--- src/cpu_types_pkg.sv ---
package cpu_types_pkg;

  // Data word for operands and results
  typedef logic [31:0] word_t;

  // Destination register index
  typedef logic [4:0] reg_idx_t;

  // Opcode field, only four codes are defined
  typedef logic [2:0] op_t;

  // Defined opcodes
  localparam op_t OP_ADD = 3'd0;
  localparam op_t OP_SUB = 3'd1;
  localparam op_t OP_XOR = 3'd2;
  // Goes to the multiplier, everything else to the ALU
  localparam op_t OP_MUL = 3'd3;

  // Codes 4 to 7 are undefined and complete with an exception

endpackage

--- src/cb_ctrl_pkg.sv ---
package cb_ctrl_pkg;

  import cpu_types_pkg::*;

  // Entry index field width, bounds the buffer at 16 entries
  localparam int CB_IDX_W = 4;

  typedef logic [CB_IDX_W-1:0] cb_idx_t;

  // Incoming instruction
  typedef struct packed {
    op_t      op;
    reg_idx_t rd;
    word_t    a;
    word_t    b;
  } instr_t;

  // Writeback from an execution unit, addressed by entry index
  typedef struct packed {
    logic     valid;
    cb_idx_t  idx;
    reg_idx_t rd;
    word_t    data;
    logic     exception;
  } fu_result_t;

  // Issue control states
  typedef enum logic [1:0] {RUN, DRAIN, RESTORE} issue_state_e;

endpackage

--- src/latency_timer.sv ---
`timescale 1ns/1ns

module latency_timer #(
  parameter int MUL_STEPS = 32
) (
  input  logic CLK,
  input  logic nRST,
  input  logic start,
  output logic busy,
  output logic last
);

  // Wide enough to hold MUL_STEPS itself
  localparam int CNT_W = $clog2(MUL_STEPS + 1);

  logic [CNT_W-1:0] count_q;

  // Load on start, then count down to zero
  always_ff @(posedge CLK, negedge nRST) begin
    if (!nRST) begin
      count_q <= '0;
    end else if (start) begin
      count_q <= CNT_W'(MUL_STEPS);
    end else if (busy) begin
      count_q <= count_q - 1'b1;
    end
  end

  assign busy = count_q != '0;
  // Final step of the iteration
  assign last = count_q == CNT_W'(1);

endmodule

--- src/alu_unit.sv ---
`timescale 1ns/1ns

module alu_unit
  import cpu_types_pkg::*, cb_ctrl_pkg::*;
(
  input  logic       CLK,
  input  logic       nRST,
  input  logic       flush,
  input  logic       issue,
  input  instr_t     instr,
  input  cb_idx_t    idx,
  output fu_result_t result
);

  word_t alu_data;
  logic  alu_exc;

  // Single-cycle datapath
  always_comb begin
    alu_data = '0;
    alu_exc  = 1'b0;
    case (instr.op)
      OP_ADD: alu_data = instr.a + instr.b;
      OP_SUB: alu_data = instr.a - instr.b;
      OP_XOR: alu_data = instr.a ^ instr.b;
      // Undefined codes, data stays zero
      default: alu_exc = 1'b1;
    endcase
  end

  // Result register, a flush kills whatever is being issued
  always_ff @(posedge CLK, negedge nRST) begin
    if (!nRST) begin
      result <= '0;
    end else begin
      result <= fu_result_t'{valid: issue & ~flush, idx: idx, rd: instr.rd,
                             data: alu_data, exception: alu_exc};
    end
  end

endmodule

--- src/mul_unit.sv ---
`timescale 1ns/1ns

module mul_unit
  import cpu_types_pkg::*, cb_ctrl_pkg::*;
#(
  parameter int MUL_STEPS = 32
) (
  input  logic       CLK,
  input  logic       nRST,
  input  logic       flush,
  input  logic       issue,
  input  instr_t     instr,
  input  cb_idx_t    idx,
  output fu_result_t result,
  output logic       done
);

  word_t    mcand_q, mplier_q, acc_q, acc_next;
  reg_idx_t rd_q;
  cb_idx_t  idx_q;
  logic     kill_q, tmr_busy, tmr_last;

  // One shift-add step per timer cycle
  latency_timer #(
    .MUL_STEPS(MUL_STEPS)
  ) u_latency_timer (
    .CLK  (CLK),
    .nRST (nRST),
    .start(issue),
    .busy (tmr_busy),
    .last (tmr_last)
  );

  // Add the shifted multiplicand when the current multiplier bit is set
  assign acc_next = acc_q + (mplier_q[0] ? mcand_q : '0);

  // Operand and partial sum registers
  always_ff @(posedge CLK) begin
    if (issue) begin
      mcand_q  <= instr.a;
      mplier_q <= instr.b;
      acc_q    <= '0;
      rd_q     <= instr.rd;
      idx_q    <= idx;
    end else if (tmr_busy) begin
      mcand_q  <= mcand_q << 1;
      mplier_q <= mplier_q >> 1;
      acc_q    <= acc_next;
    end
  end

  always_ff @(posedge CLK, negedge nRST) begin
    if (!nRST) begin
      kill_q <= 1'b0;
      done   <= 1'b0;
      result <= '0;
    end else begin
      // Credit comes back even for an abandoned operation
      done   <= tmr_last;
      // Low 32 bits of the product land here after the last step
      result <= fu_result_t'{valid: tmr_last & ~kill_q & ~flush, idx: idx_q, rd: rd_q,
                             data: acc_next, exception: 1'b0};
      // Remember a flush seen mid-operation
      if (issue) begin
        kill_q <= 1'b0;
      end else if (flush && tmr_busy) begin
        kill_q <= 1'b1;
      end
    end
  end

endmodule

--- src/completion_buffer.sv ---
`timescale 1ns/1ns

module completion_buffer
  import cpu_types_pkg::*, cb_ctrl_pkg::*;
#(
  parameter int NUM_ENTRY = 8
) (
  input  logic       CLK,
  input  logic       nRST,
  input  logic       alloc,
  input  reg_idx_t   alloc_rd,
  output cb_idx_t    tail_idx,
  input  fu_result_t alu_res,
  input  fu_result_t mul_res,
  output logic       commit_valid,
  output reg_idx_t   commit_rd,
  output word_t      commit_data,
  output logic       exc_valid,
  output reg_idx_t   exc_rd,
  output logic       flush
);

  localparam int IDX_BITS = $clog2(NUM_ENTRY);

  // Payload held per entry
  typedef struct packed {
    logic     exc;
    reg_idx_t rd;
    word_t    data;
  } cb_slot_t;

  // Pointers carry one extra wrap bit
  logic [IDX_BITS:0]    head_q, tail_q;
  logic [IDX_BITS-1:0]  head_sel, tail_sel, alu_sel, mul_sel;
  logic [NUM_ENTRY-1:0] done_q, done_d;
  cb_slot_t             slot_q [NUM_ENTRY];
  logic                 full, empty, alloc_ok, head_ready;

  assign head_sel = head_q[IDX_BITS-1:0];
  assign tail_sel = tail_q[IDX_BITS-1:0];
  assign alu_sel  = alu_res.idx[IDX_BITS-1:0];
  assign mul_sel  = mul_res.idx[IDX_BITS-1:0];

  // Same slot, opposite wrap bit means full
  assign empty    = head_q == tail_q;
  assign full     = (head_sel == tail_sel) && (head_q[IDX_BITS] != tail_q[IDX_BITS]);
  assign alloc_ok = alloc & ~full;
  assign tail_idx = cb_idx_t'(tail_sel);

  // Head entry decides between commit and exception
  assign head_ready   = ~empty & done_q[head_sel];
  assign commit_valid = head_ready & ~slot_q[head_sel].exc;
  assign commit_rd    = slot_q[head_sel].rd;
  assign commit_data  = slot_q[head_sel].data;
  assign exc_valid    = head_ready & slot_q[head_sel].exc;
  assign exc_rd       = slot_q[head_sel].rd;
  assign flush        = exc_valid;

  // Done flags, writebacks land after the allocation clear
  always_comb begin
    done_d = done_q;
    if (commit_valid) begin
      done_d[head_sel] = 1'b0;
    end
    if (alloc_ok) begin
      done_d[tail_sel] = 1'b0;
    end
    // Both units may finish in the same cycle
    if (alu_res.valid) begin
      done_d[alu_sel] = 1'b1;
    end
    if (mul_res.valid) begin
      done_d[mul_sel] = 1'b1;
    end
  end

  always_ff @(posedge CLK, negedge nRST) begin
    if (!nRST) begin
      head_q <= '0;
      tail_q <= '0;
      done_q <= '0;
    end else if (flush) begin
      // Exception at head drops every younger entry
      head_q <= '0;
      tail_q <= '0;
      done_q <= '0;
    end else begin
      head_q <= head_q + (IDX_BITS+1)'(commit_valid);
      tail_q <= tail_q + (IDX_BITS+1)'(alloc_ok);
      done_q <= done_d;
    end
  end

  // Entry payload
  always_ff @(posedge CLK) begin
    if (alloc_ok) begin
      slot_q[tail_sel] <= cb_slot_t'{exc: 1'b0, rd: alloc_rd, data: '0};
    end
    if (alu_res.valid) begin
      slot_q[alu_sel] <= cb_slot_t'{exc: alu_res.exception, rd: alu_res.rd,
                                    data: alu_res.data};
    end
    if (mul_res.valid) begin
      slot_q[mul_sel] <= cb_slot_t'{exc: mul_res.exception, rd: mul_res.rd,
                                    data: mul_res.data};
    end
  end

endmodule

--- src/issue_fsm.sv ---
`timescale 1ns/1ns

module issue_fsm
  import cpu_types_pkg::*, cb_ctrl_pkg::*;
(
  input  logic    CLK,
  input  logic    nRST,
  input  logic    in_valid,
  input  instr_t  in_instr,
  input  cb_idx_t tail_idx,
  input  logic    flush,
  input  logic    mul_busy,
  output logic    alloc,
  output logic    alu_issue,
  output logic    mul_issue,
  output logic    credit_reset
);

  issue_state_e state_q, state_d;
  logic         is_mul;

  assign is_mul = in_instr.op == OP_MUL;

  // Accept only in RUN, never in the flush cycle itself
  assign alloc     = (state_q == RUN) & in_valid & ~flush;
  // Steer by opcode, undefined codes go to the ALU
  assign mul_issue = alloc & is_mul;
  assign alu_issue = alloc & ~is_mul;

  // Single-cycle pulse back to the sender
  assign credit_reset = state_q == RESTORE;

  always_comb begin
    state_d = state_q;
    case (state_q)
      RUN: begin
        if (flush) begin
          state_d = DRAIN;
        end
      end
      DRAIN: begin
        // Multiplier quiet and buffer tail back at slot 0
        if (!mul_busy && tail_idx == '0) begin
          state_d = RESTORE;
        end
      end
      RESTORE: state_d = RUN;
      default: state_d = RUN;
    endcase
  end

  always_ff @(posedge CLK, negedge nRST) begin
    if (!nRST) begin
      state_q <= RUN;
    end else begin
      state_q <= state_d;
    end
  end

endmodule

--- src/cb_subsys_top.sv ---
`timescale 1ns/1ns

module cb_subsys_top
  import cpu_types_pkg::*, cb_ctrl_pkg::*;
#(
  parameter int NUM_ENTRY = 8,
  // One multiplier bit per step
  parameter int MUL_STEPS = 32
) (
  input  logic     CLK,
  input  logic     nRST,
  input  logic     in_valid,
  input  instr_t   in_instr,
  output logic     buf_credit,
  output logic     mul_credit,
  output logic     credit_reset,
  output logic     commit_valid,
  output reg_idx_t commit_rd,
  output word_t    commit_data,
  output logic     exc_valid,
  output reg_idx_t exc_rd
);

  logic       alloc, alu_issue, mul_issue, flush, mul_done, mul_pending;
  cb_idx_t    tail_idx;
  fu_result_t alu_res, mul_res;

  // Every commit frees one buffer slot
  assign buf_credit = commit_valid;
  assign mul_credit = mul_done;

  // Multiplier occupied from issue until its done pulse
  always_ff @(posedge CLK, negedge nRST) begin
    if (!nRST) begin
      mul_pending <= 1'b0;
    end else if (mul_issue) begin
      mul_pending <= 1'b1;
    end else if (mul_done) begin
      mul_pending <= 1'b0;
    end
  end

  issue_fsm u_issue_fsm (
    .CLK(CLK), .nRST(nRST), .in_valid(in_valid), .in_instr(in_instr),
    .tail_idx(tail_idx), .flush(flush), .mul_busy(mul_pending), .alloc(alloc),
    .alu_issue(alu_issue), .mul_issue(mul_issue), .credit_reset(credit_reset)
  );

  completion_buffer #(.NUM_ENTRY(NUM_ENTRY)) u_completion_buffer (
    .CLK(CLK), .nRST(nRST), .alloc(alloc), .alloc_rd(in_instr.rd), .tail_idx(tail_idx),
    .alu_res(alu_res), .mul_res(mul_res), .commit_valid(commit_valid),
    .commit_rd(commit_rd), .commit_data(commit_data), .exc_valid(exc_valid),
    .exc_rd(exc_rd), .flush(flush)
  );

  // Both units take the freshly allocated tail index
  alu_unit u_alu_unit (
    .CLK(CLK), .nRST(nRST), .flush(flush), .issue(alu_issue), .instr(in_instr),
    .idx(tail_idx), .result(alu_res)
  );

  mul_unit #(.MUL_STEPS(MUL_STEPS)) u_mul_unit (
    .CLK(CLK), .nRST(nRST), .flush(flush), .issue(mul_issue), .instr(in_instr),
    .idx(tail_idx), .result(mul_res), .done(mul_done)
  );

endmodule

--- config.mk ---
export PLATFORM = sky130hd
export DESIGN_NAME = cb_subsys_top
export DESIGN_NICKNAME = d
export VERILOG_FILES = /design/src/cpu_types_pkg.sv /design/src/cb_ctrl_pkg.sv /design/src/latency_timer.sv /design/src/alu_unit.sv /design/src/mul_unit.sv /design/src/completion_buffer.sv /design/src/issue_fsm.sv /design/src/cb_subsys_top.sv
export SDC_FILE = /design/constraint.sdc
export NUM_CORES = 1
export LEC_CHECK = 0
export ABC_CLOCK_PERIOD_IN_PS = 5600
export BUFFER_PORTS_ARGS = -buffer_cell sky130_fd_sc_hd__buf_2
export CAP_MARGIN = 20
export CORE_MARGIN = 10
export CORE_UTILIZATION = 65
export CTS_CLUSTER_SIZE = 10
export DETAILED_ROUTE_END_ITERATION = 7
export MAX_ROUTING_LAYER = met4
export PLACE_DENSITY = 0.83
export SYNTH_ARGS = -nofsm -noshare
export SYNTH_HDL_FRONTEND = slang
export SYNTH_SLANG_ARGS = --single-unit
--- constraint.sdc ---
create_clock -name CLK -period 5.6 [get_ports CLK]
set_input_delay 1.12 -clock CLK [delete_from_list [all_inputs] [get_ports CLK]]
set_output_delay 1.12 -clock CLK [all_outputs]
set_load 0.01 [all_outputs]
Word-level counts from Yosys, hierarchy flattened
Memories as Yosys holds them, arrays and structs flattened. Cells that the tools add are included.

Reduce and logical (&&, ||, !) cells: 17. Bitwise logic cells: 24. Magnitude comparators: 8. Add/subtract/negate cells: 6. Equal/unequal tests: 11. Muxes and demuxes: 39.

Operator list (count): $mux W32 (5); $pmux W32 S3 (1); $add A32 B32 Y32 (2); $mux W8 (5); $sub A32 B32 Y32 (1); $xor A32 B32 Y32 (1); $and A8 B8 Y8 (2); $lt A3 B4 Y1 const B (4); $mux W1 (16); $not A8 Y8 (2); $or A8 B8 Y8 (2); $demux W1 S3 (4); $ge A3 B1 Y1 const B (4); $mux W6 (2); $and A1 B1 Y1 (11); $add A4 B1 Y4 (2); $mux W4 (2); $logic_and A1 B1 Y1 (7); $eq A3 B2 Y1 const B (2); $eq A6 B1 Y1 const B (1); $not A1 Y1 (6); $reduce_bool A2 Y1 (3); $reduce_bool A6 Y1 (1); $sub A6 B1 Y6 const B (1); other kinds (16) (18).

Bits in registers: 214. Output and inout bits: 47. Memories kept: 1. Bits in writable memories: 304. Bits of input ports: 75.

Memories: u_completion_buffer.slot_q (words 8, bits a word 38, rd ports 1, clocked after memory_dff 0, write ports 3, line completion_buffer.sv:36) `cb_slot_t slot_q [NUM_ENTRY];`.

Longest topological paths before layout
Word-level depth: 14. Depth in mapped cells: 20.

Cells and area by module
Synthesis repeated with hierarchy kept, for this count alone.

Cells, all modules: 2644. Area, all modules: 28907.7 um2.

Modules (own cells, without submodules): completion_buffer (cells an instance 1553, instances 1, area each 17244.0 um2); mul_unit (cells an instance 580, instances 1, area each 7200.7 um2); alu_unit (cells an instance 461, instances 1, area each 3941.3 um2); latency_timer (cells an instance 34, instances 1, area each 337.8 um2); issue_fsm (cells an instance 12, instances 1, area each 140.1 um2); cb_subsys_top (cells an instance 4, instances 1, area each 43.8 um2).

Worst setup path before layout
Ideal clock, no wire load.

Path kind: input-to-reg. Start point: in in_instr[70] (netlist bit). End point: reg u_alu_unit.result[17] (netlist bit). Setup slack: 1089 ps. Arrival: 4373 ps. Stages on the path: 16. Data required time: 5462 ps. Setup time: 138 ps. Path buffers: 2. Path through: nor2_1 and2_1 clkbuf_1 clkbuf_1 nor2_1 xnor2_1 ha_1 nor2b_1 o2111a_1 o311ai_4 a31oi_2 a311o_1 a211o_1 a31oi_1 xor2_1 o22ai_1.

Word-level cells in the longest chain between the ends: 2. Elaborated cells on any way between the ends: 4. Those cells by class: eq/ne (2); mux (1); reduce/logical (1).

RTL lines: from (decl) (line cb_subsys_top.sv:13) `input instr_t in_instr,`; $eq A3 B2 Y1 (tied with other cells) (line alu_unit.sv:22) `case (instr.op)`; $pmux W32 S3 (*) (line alu_unit.sv:22); net u_alu_unit.alu_data[16] (line alu_unit.sv:15) `word_t alu_data;`; to (signal assigned) (line alu_unit.sv:36) `result <= fu_result_t'{valid: issue & ~flush, idx: idx, rd: instr.rd,`; to (decl) (line alu_unit.sv:12) `output fu_result_t result`.

The timed path passes the listed nets; every way through them passes the cells marked *. A chain may end at the register's enable or synchronous reset.

Worst setup path after layout
Start point: in in_instr[5] (netlist bit). End point: reg u_alu_unit.result[32] (netlist bit).

Word-level cells in the longest chain between the ends: 2. Elaborated cells on any way between the ends: 3. Those cells by class: add/sub (2); mux (1).

RTL lines (line): $sub A32 B32 Y32 / $add A32 B32 Y32 (equally long branches) (alu_unit.sv:24, alu_unit.sv:23); $pmux W32 S3 (*) (alu_unit.sv:22); net u_alu_unit.alu_data[31] (alu_unit.sv:15).

Marks and branches as above.

==> results.json <==
{
  "syn_area_um2": 26800,
  "gp_congestion": 0.969,
  "port_buffers": 121,
  "synth_warnings": 0,
  "initial_core_util": 0.657,
  "grt_pass1_wl_um": 123000,
  "ctsRootBufferMaster": "clkbuf_16",
  "slew-limit-headroom": 0.240,
  "clkSinkCount": 518,
  "dr.first_iter.drc_count": 3140,
  "setup_viol": 0,
  "firstDrtPassIters": 8,
  "hpwlAfterDp_um": 49100,
  "syn_nets": 2592,
  "fin_skew_ns": 0.0141,
  "floorplan.die_area_um2": 49800,
  "crit_type": "in2reg",
  "wl_per_cell_um": 26.9,
  "fin_setup_tns_ns": 0,
  "cts_tree": "done",
  "vias": 21200,
  "r2r_slack_ns": 1.59,
  "yosysSeqAreaShare": 0.544,
  "overflow": 0,
  "nets": 2574,
  "grt_max_degree": 69,
  "worstSkewPairLatency_ns": 0.62,
  "ios": 122,
  "synth_edf_count": 368,
  "finalCritPeriodShare": 0.809,
  "antenna_found_initial": 2,
  "synth_area_per_cell_um2": 11.0,
  "fillers": 2825,
  "final_util": 0.720,
  "ant_nets": 0,
  "drive_gt1_frac": 0.119,
  "ctsHtreeMaxLevel": 2,
  "hold_viol_final": 0,
  "p_per_area_nw_per_um2": 503,
  "post-route-drc-count": 0,
  "drv_slew": 0,
  "die_x_um": 223,
  "die_h_um": 223,
  "grt_util_all_layers": 0.324,
  "ctsResizeCount": 0,
  "hold_path_class": "reg2reg",
  "rows": 74,
  "post_cts_buffers": 0,
  "viasPerCell": 7.06,
  "maxCapViolCount": 0,
  "area_growth_pct": 9.58,
  "synth-seq-cells": 518,
  "wl_um": 80900,
  "crit_fanout": 6,
  "synth_cell_types": 82,
  "fmax_ghz": 0.221,
  "ys_async_sr_fraction": 0.212,
  "crit_path_end_kind": "flop",
  "core-area_um2": 40800,
  "status": "complete, no violations",
  "required_ns": 6.07,
  "total_leakage_power_uw": 0.0116,
  "crit_arrival_ns": 5.00,
  "irDropWorstVdd_uv": 281,
  "finalCriticalPeriod_ns": 4.53,
  "clk_pin_slew_ns": 0.06,
  "cts-buffers-inserted": 58,
  "grt_setup_unrepaired": "false",
  "ys.flop_type": "edfxtp_1",
  "worst_pin_slew_ns": 1.14,
  "synth_cells": 2446,
  "crit_path_start_kind": "primary input",
  "grt_pass1_vias": 21100,
  "cts_buffer_depth": 3,
  "cts_hold_repair.buffers": 0
}
[flip-flops by register name (all words and copies together), names as in the netlist]
| register | flops |
|---|---|
| u_completion_buffer.slot_q | 304 |
| u_alu_unit.result | 42 |
| u_mul_unit.result | 41 |
| u_mul_unit.acc_q | 32 |
| u_mul_unit.mcand_q | 32 |
| u_mul_unit.mplier_q | 32 |
| u_completion_buffer.done_q | 8 |
| u_mul_unit.u_latency_timer.count_q | 6 |
| u_mul_unit.rd_q | 5 |
| u_completion_buffer.head_q | 4 |
| u_completion_buffer.tail_q | 4 |
| u_mul_unit.idx_q | 3 |
| u_issue_fsm.state_q | 2 |
| mul_pending | 1 |
| u_mul_unit.done | 1 |
| u_mul_unit.kill_q | 1 |
[critical path, stage by stage]
cell	delay (ns)
buf_2	0.13
or3_1	0.38
or2_2	0.33
nor2_1	0.16
nand2_1	0.14
nor2_1	0.27
a21oi_1	0.13
xnor2_1	0.15
ha_1	0.36
a21o_1	0.20
a21oi_1	0.15
o221ai_1	0.15
a2111oi_0	0.39
a21oi_1	0.19
a21oi_1	0.27
o21ai_0	0.17
xnor2_1	0.20
o22ai_1	0.10
[cells in the mapped netlist (5+ instances only)]
cell / n / share of area
xnor2_1: 81 / 0.026
nor2_1: 73 / 0.010
buf_1: 87 / 0.012
o22ai_1: 28 / 0.0065
nor3b_1: 6 / 0.0017
a22o_1: 259 / 0.085
o21a_1: 7 / 0.0020
nor3_1: 29 / 0.0054
and3_1: 8 / 0.0019
o31ai_1: 10 / 0.0028
dfrtp_1: 110 / 0.10
nand4_1: 47 / 0.011
nor4_1: 9 / 0.0021
a32o_1: 8 / 0.0030
o21ai_0: 79 / 0.015
xor2_1: 46 / 0.015
o211ai_1: 6 / 0.0017
ha_1: 69 / 0.032
nand2_1: 354 / 0.050
a31oi_1: 13 / 0.0030
a21oi_1: 104 / 0.019
clkbuf_1: 136 / 0.019
inv_1: 29 / 0.0041
a21o_1: 29 / 0.0081
nor2b_1: 18 / 0.0042
edfxtp_1: 368 / 0.41
buf_4: 12 / 0.0034
and2_1: 39 / 0.0091
dfxtp_1: 40 / 0.030
mux2i_1: 46 / 0.017
o21ai_1: 5 / 0.00093
nand3_1: 24 / 0.0045
nand2b_1: 16 / 0.0037
a22oi_1: 149 / 0.042
buf_2: 14 / 0.0026
[logic make-up (layout without fill, tap and decap cells)]
| kind of cell | count (synthesis) | in the layout | synth area share |
|---|---|---|---|
| other | 0 | 1 | 0 |
| multiplexers | 47 | 47 | 0.0180 |
| AND/OR/NAND/NOR | 650 | 650 | 0.112 |
| flip-flops | 518 | 518 | 0.544 |
| XOR/XNOR | 127 | 127 | 0.0415 |
| buffers and inverters | 281 | 313 | 0.0419 |
| AO/OA/AOI/OAI | 752 | 752 | 0.209 |
| adder cells (fa/ha/maj) | 71 | 71 | 0.0337 |
[power by group]
part	leakage (uW)	switching [uW]	internal, uW
Clock	0.000815	1520	2020
Sequential	0.00532	824	5270
Combinational	0.00543	3370	1790
Total	0.0116	5720	9080
[layout by cell type, fill, tap and decap left out, drive strengths merged, types with 46 or more instances in the layout]
master / instances
nand2: 354
a22o: 259
dfrtp: 110
xor2: 46
buf: 172
xnor2: 81
edfxtp: 368
mux2i: 46
clkbuf: 106
nand4: 47
o21ai: 84
a22oi: 149
ha: 69
a21oi: 107
nor2: 74
[layout make-up]
type,count,area (um2),share of cell area
Timing Repair Buffer,172,1030,0.0350
Clock buffer,106,1650,0.0562
Tap cell,532,666,0.0226
Sequential cell,518,14600,0.497
Inverter,31,118,0.00400
Multi-Input combinational cell,1647,11300,0.383
Clock inverter,4,63.8,0.00217
Antenna cell,1,2.50,0.0000851
[worst paths after layout]
kind                                          startpoint                               endpoint  cells after the start
max                                          in_instr[5]                  u_alu_unit.result[32]                     18
min                                  u_mul_unit.idx_q[1]                  u_mul_unit.result[39]                      0
max reg2reg                u_completion_buffer.head_q[2]      u_completion_buffer.slot_q[3][25]                      9
min reg2reg                          u_mul_unit.idx_q[1]                  u_mul_unit.result[39]                      0
max in group asynchronous                           nRST                  u_mul_unit.result[28]                      2
min in group asynchronous                           nRST  u_mul_unit.u_latency_timer.count_q[3]                      1
[through the flow]
stage                     worst slack [ns]  hold WS, ns  cell area [um2]  total power, uW  std cells
after floorplan                       1.09        0.331            26800             9300       2446
after global placement               0.570        0.333            27700            10900       2900
after detailed placement             0.495        0.337            27700            11100       2900
after CTS                             1.14        0.347            29400            14600       3010
after global routing                 0.833        0.354            29400            15500       3011
final                                 1.07        0.340            29400            14800       3011
[per-layer routing]
metal,part of all wire,GRT usage,vias to the layer above
li1,-,-,9148
met1,0.36,0.405,10100
met2,0.46,0.501,1645
met3,0.13,0.0754,312
met4,0.045,0.137,0
met5,0,-,-
Note: power is estimated with default switching activity, not from simulation.
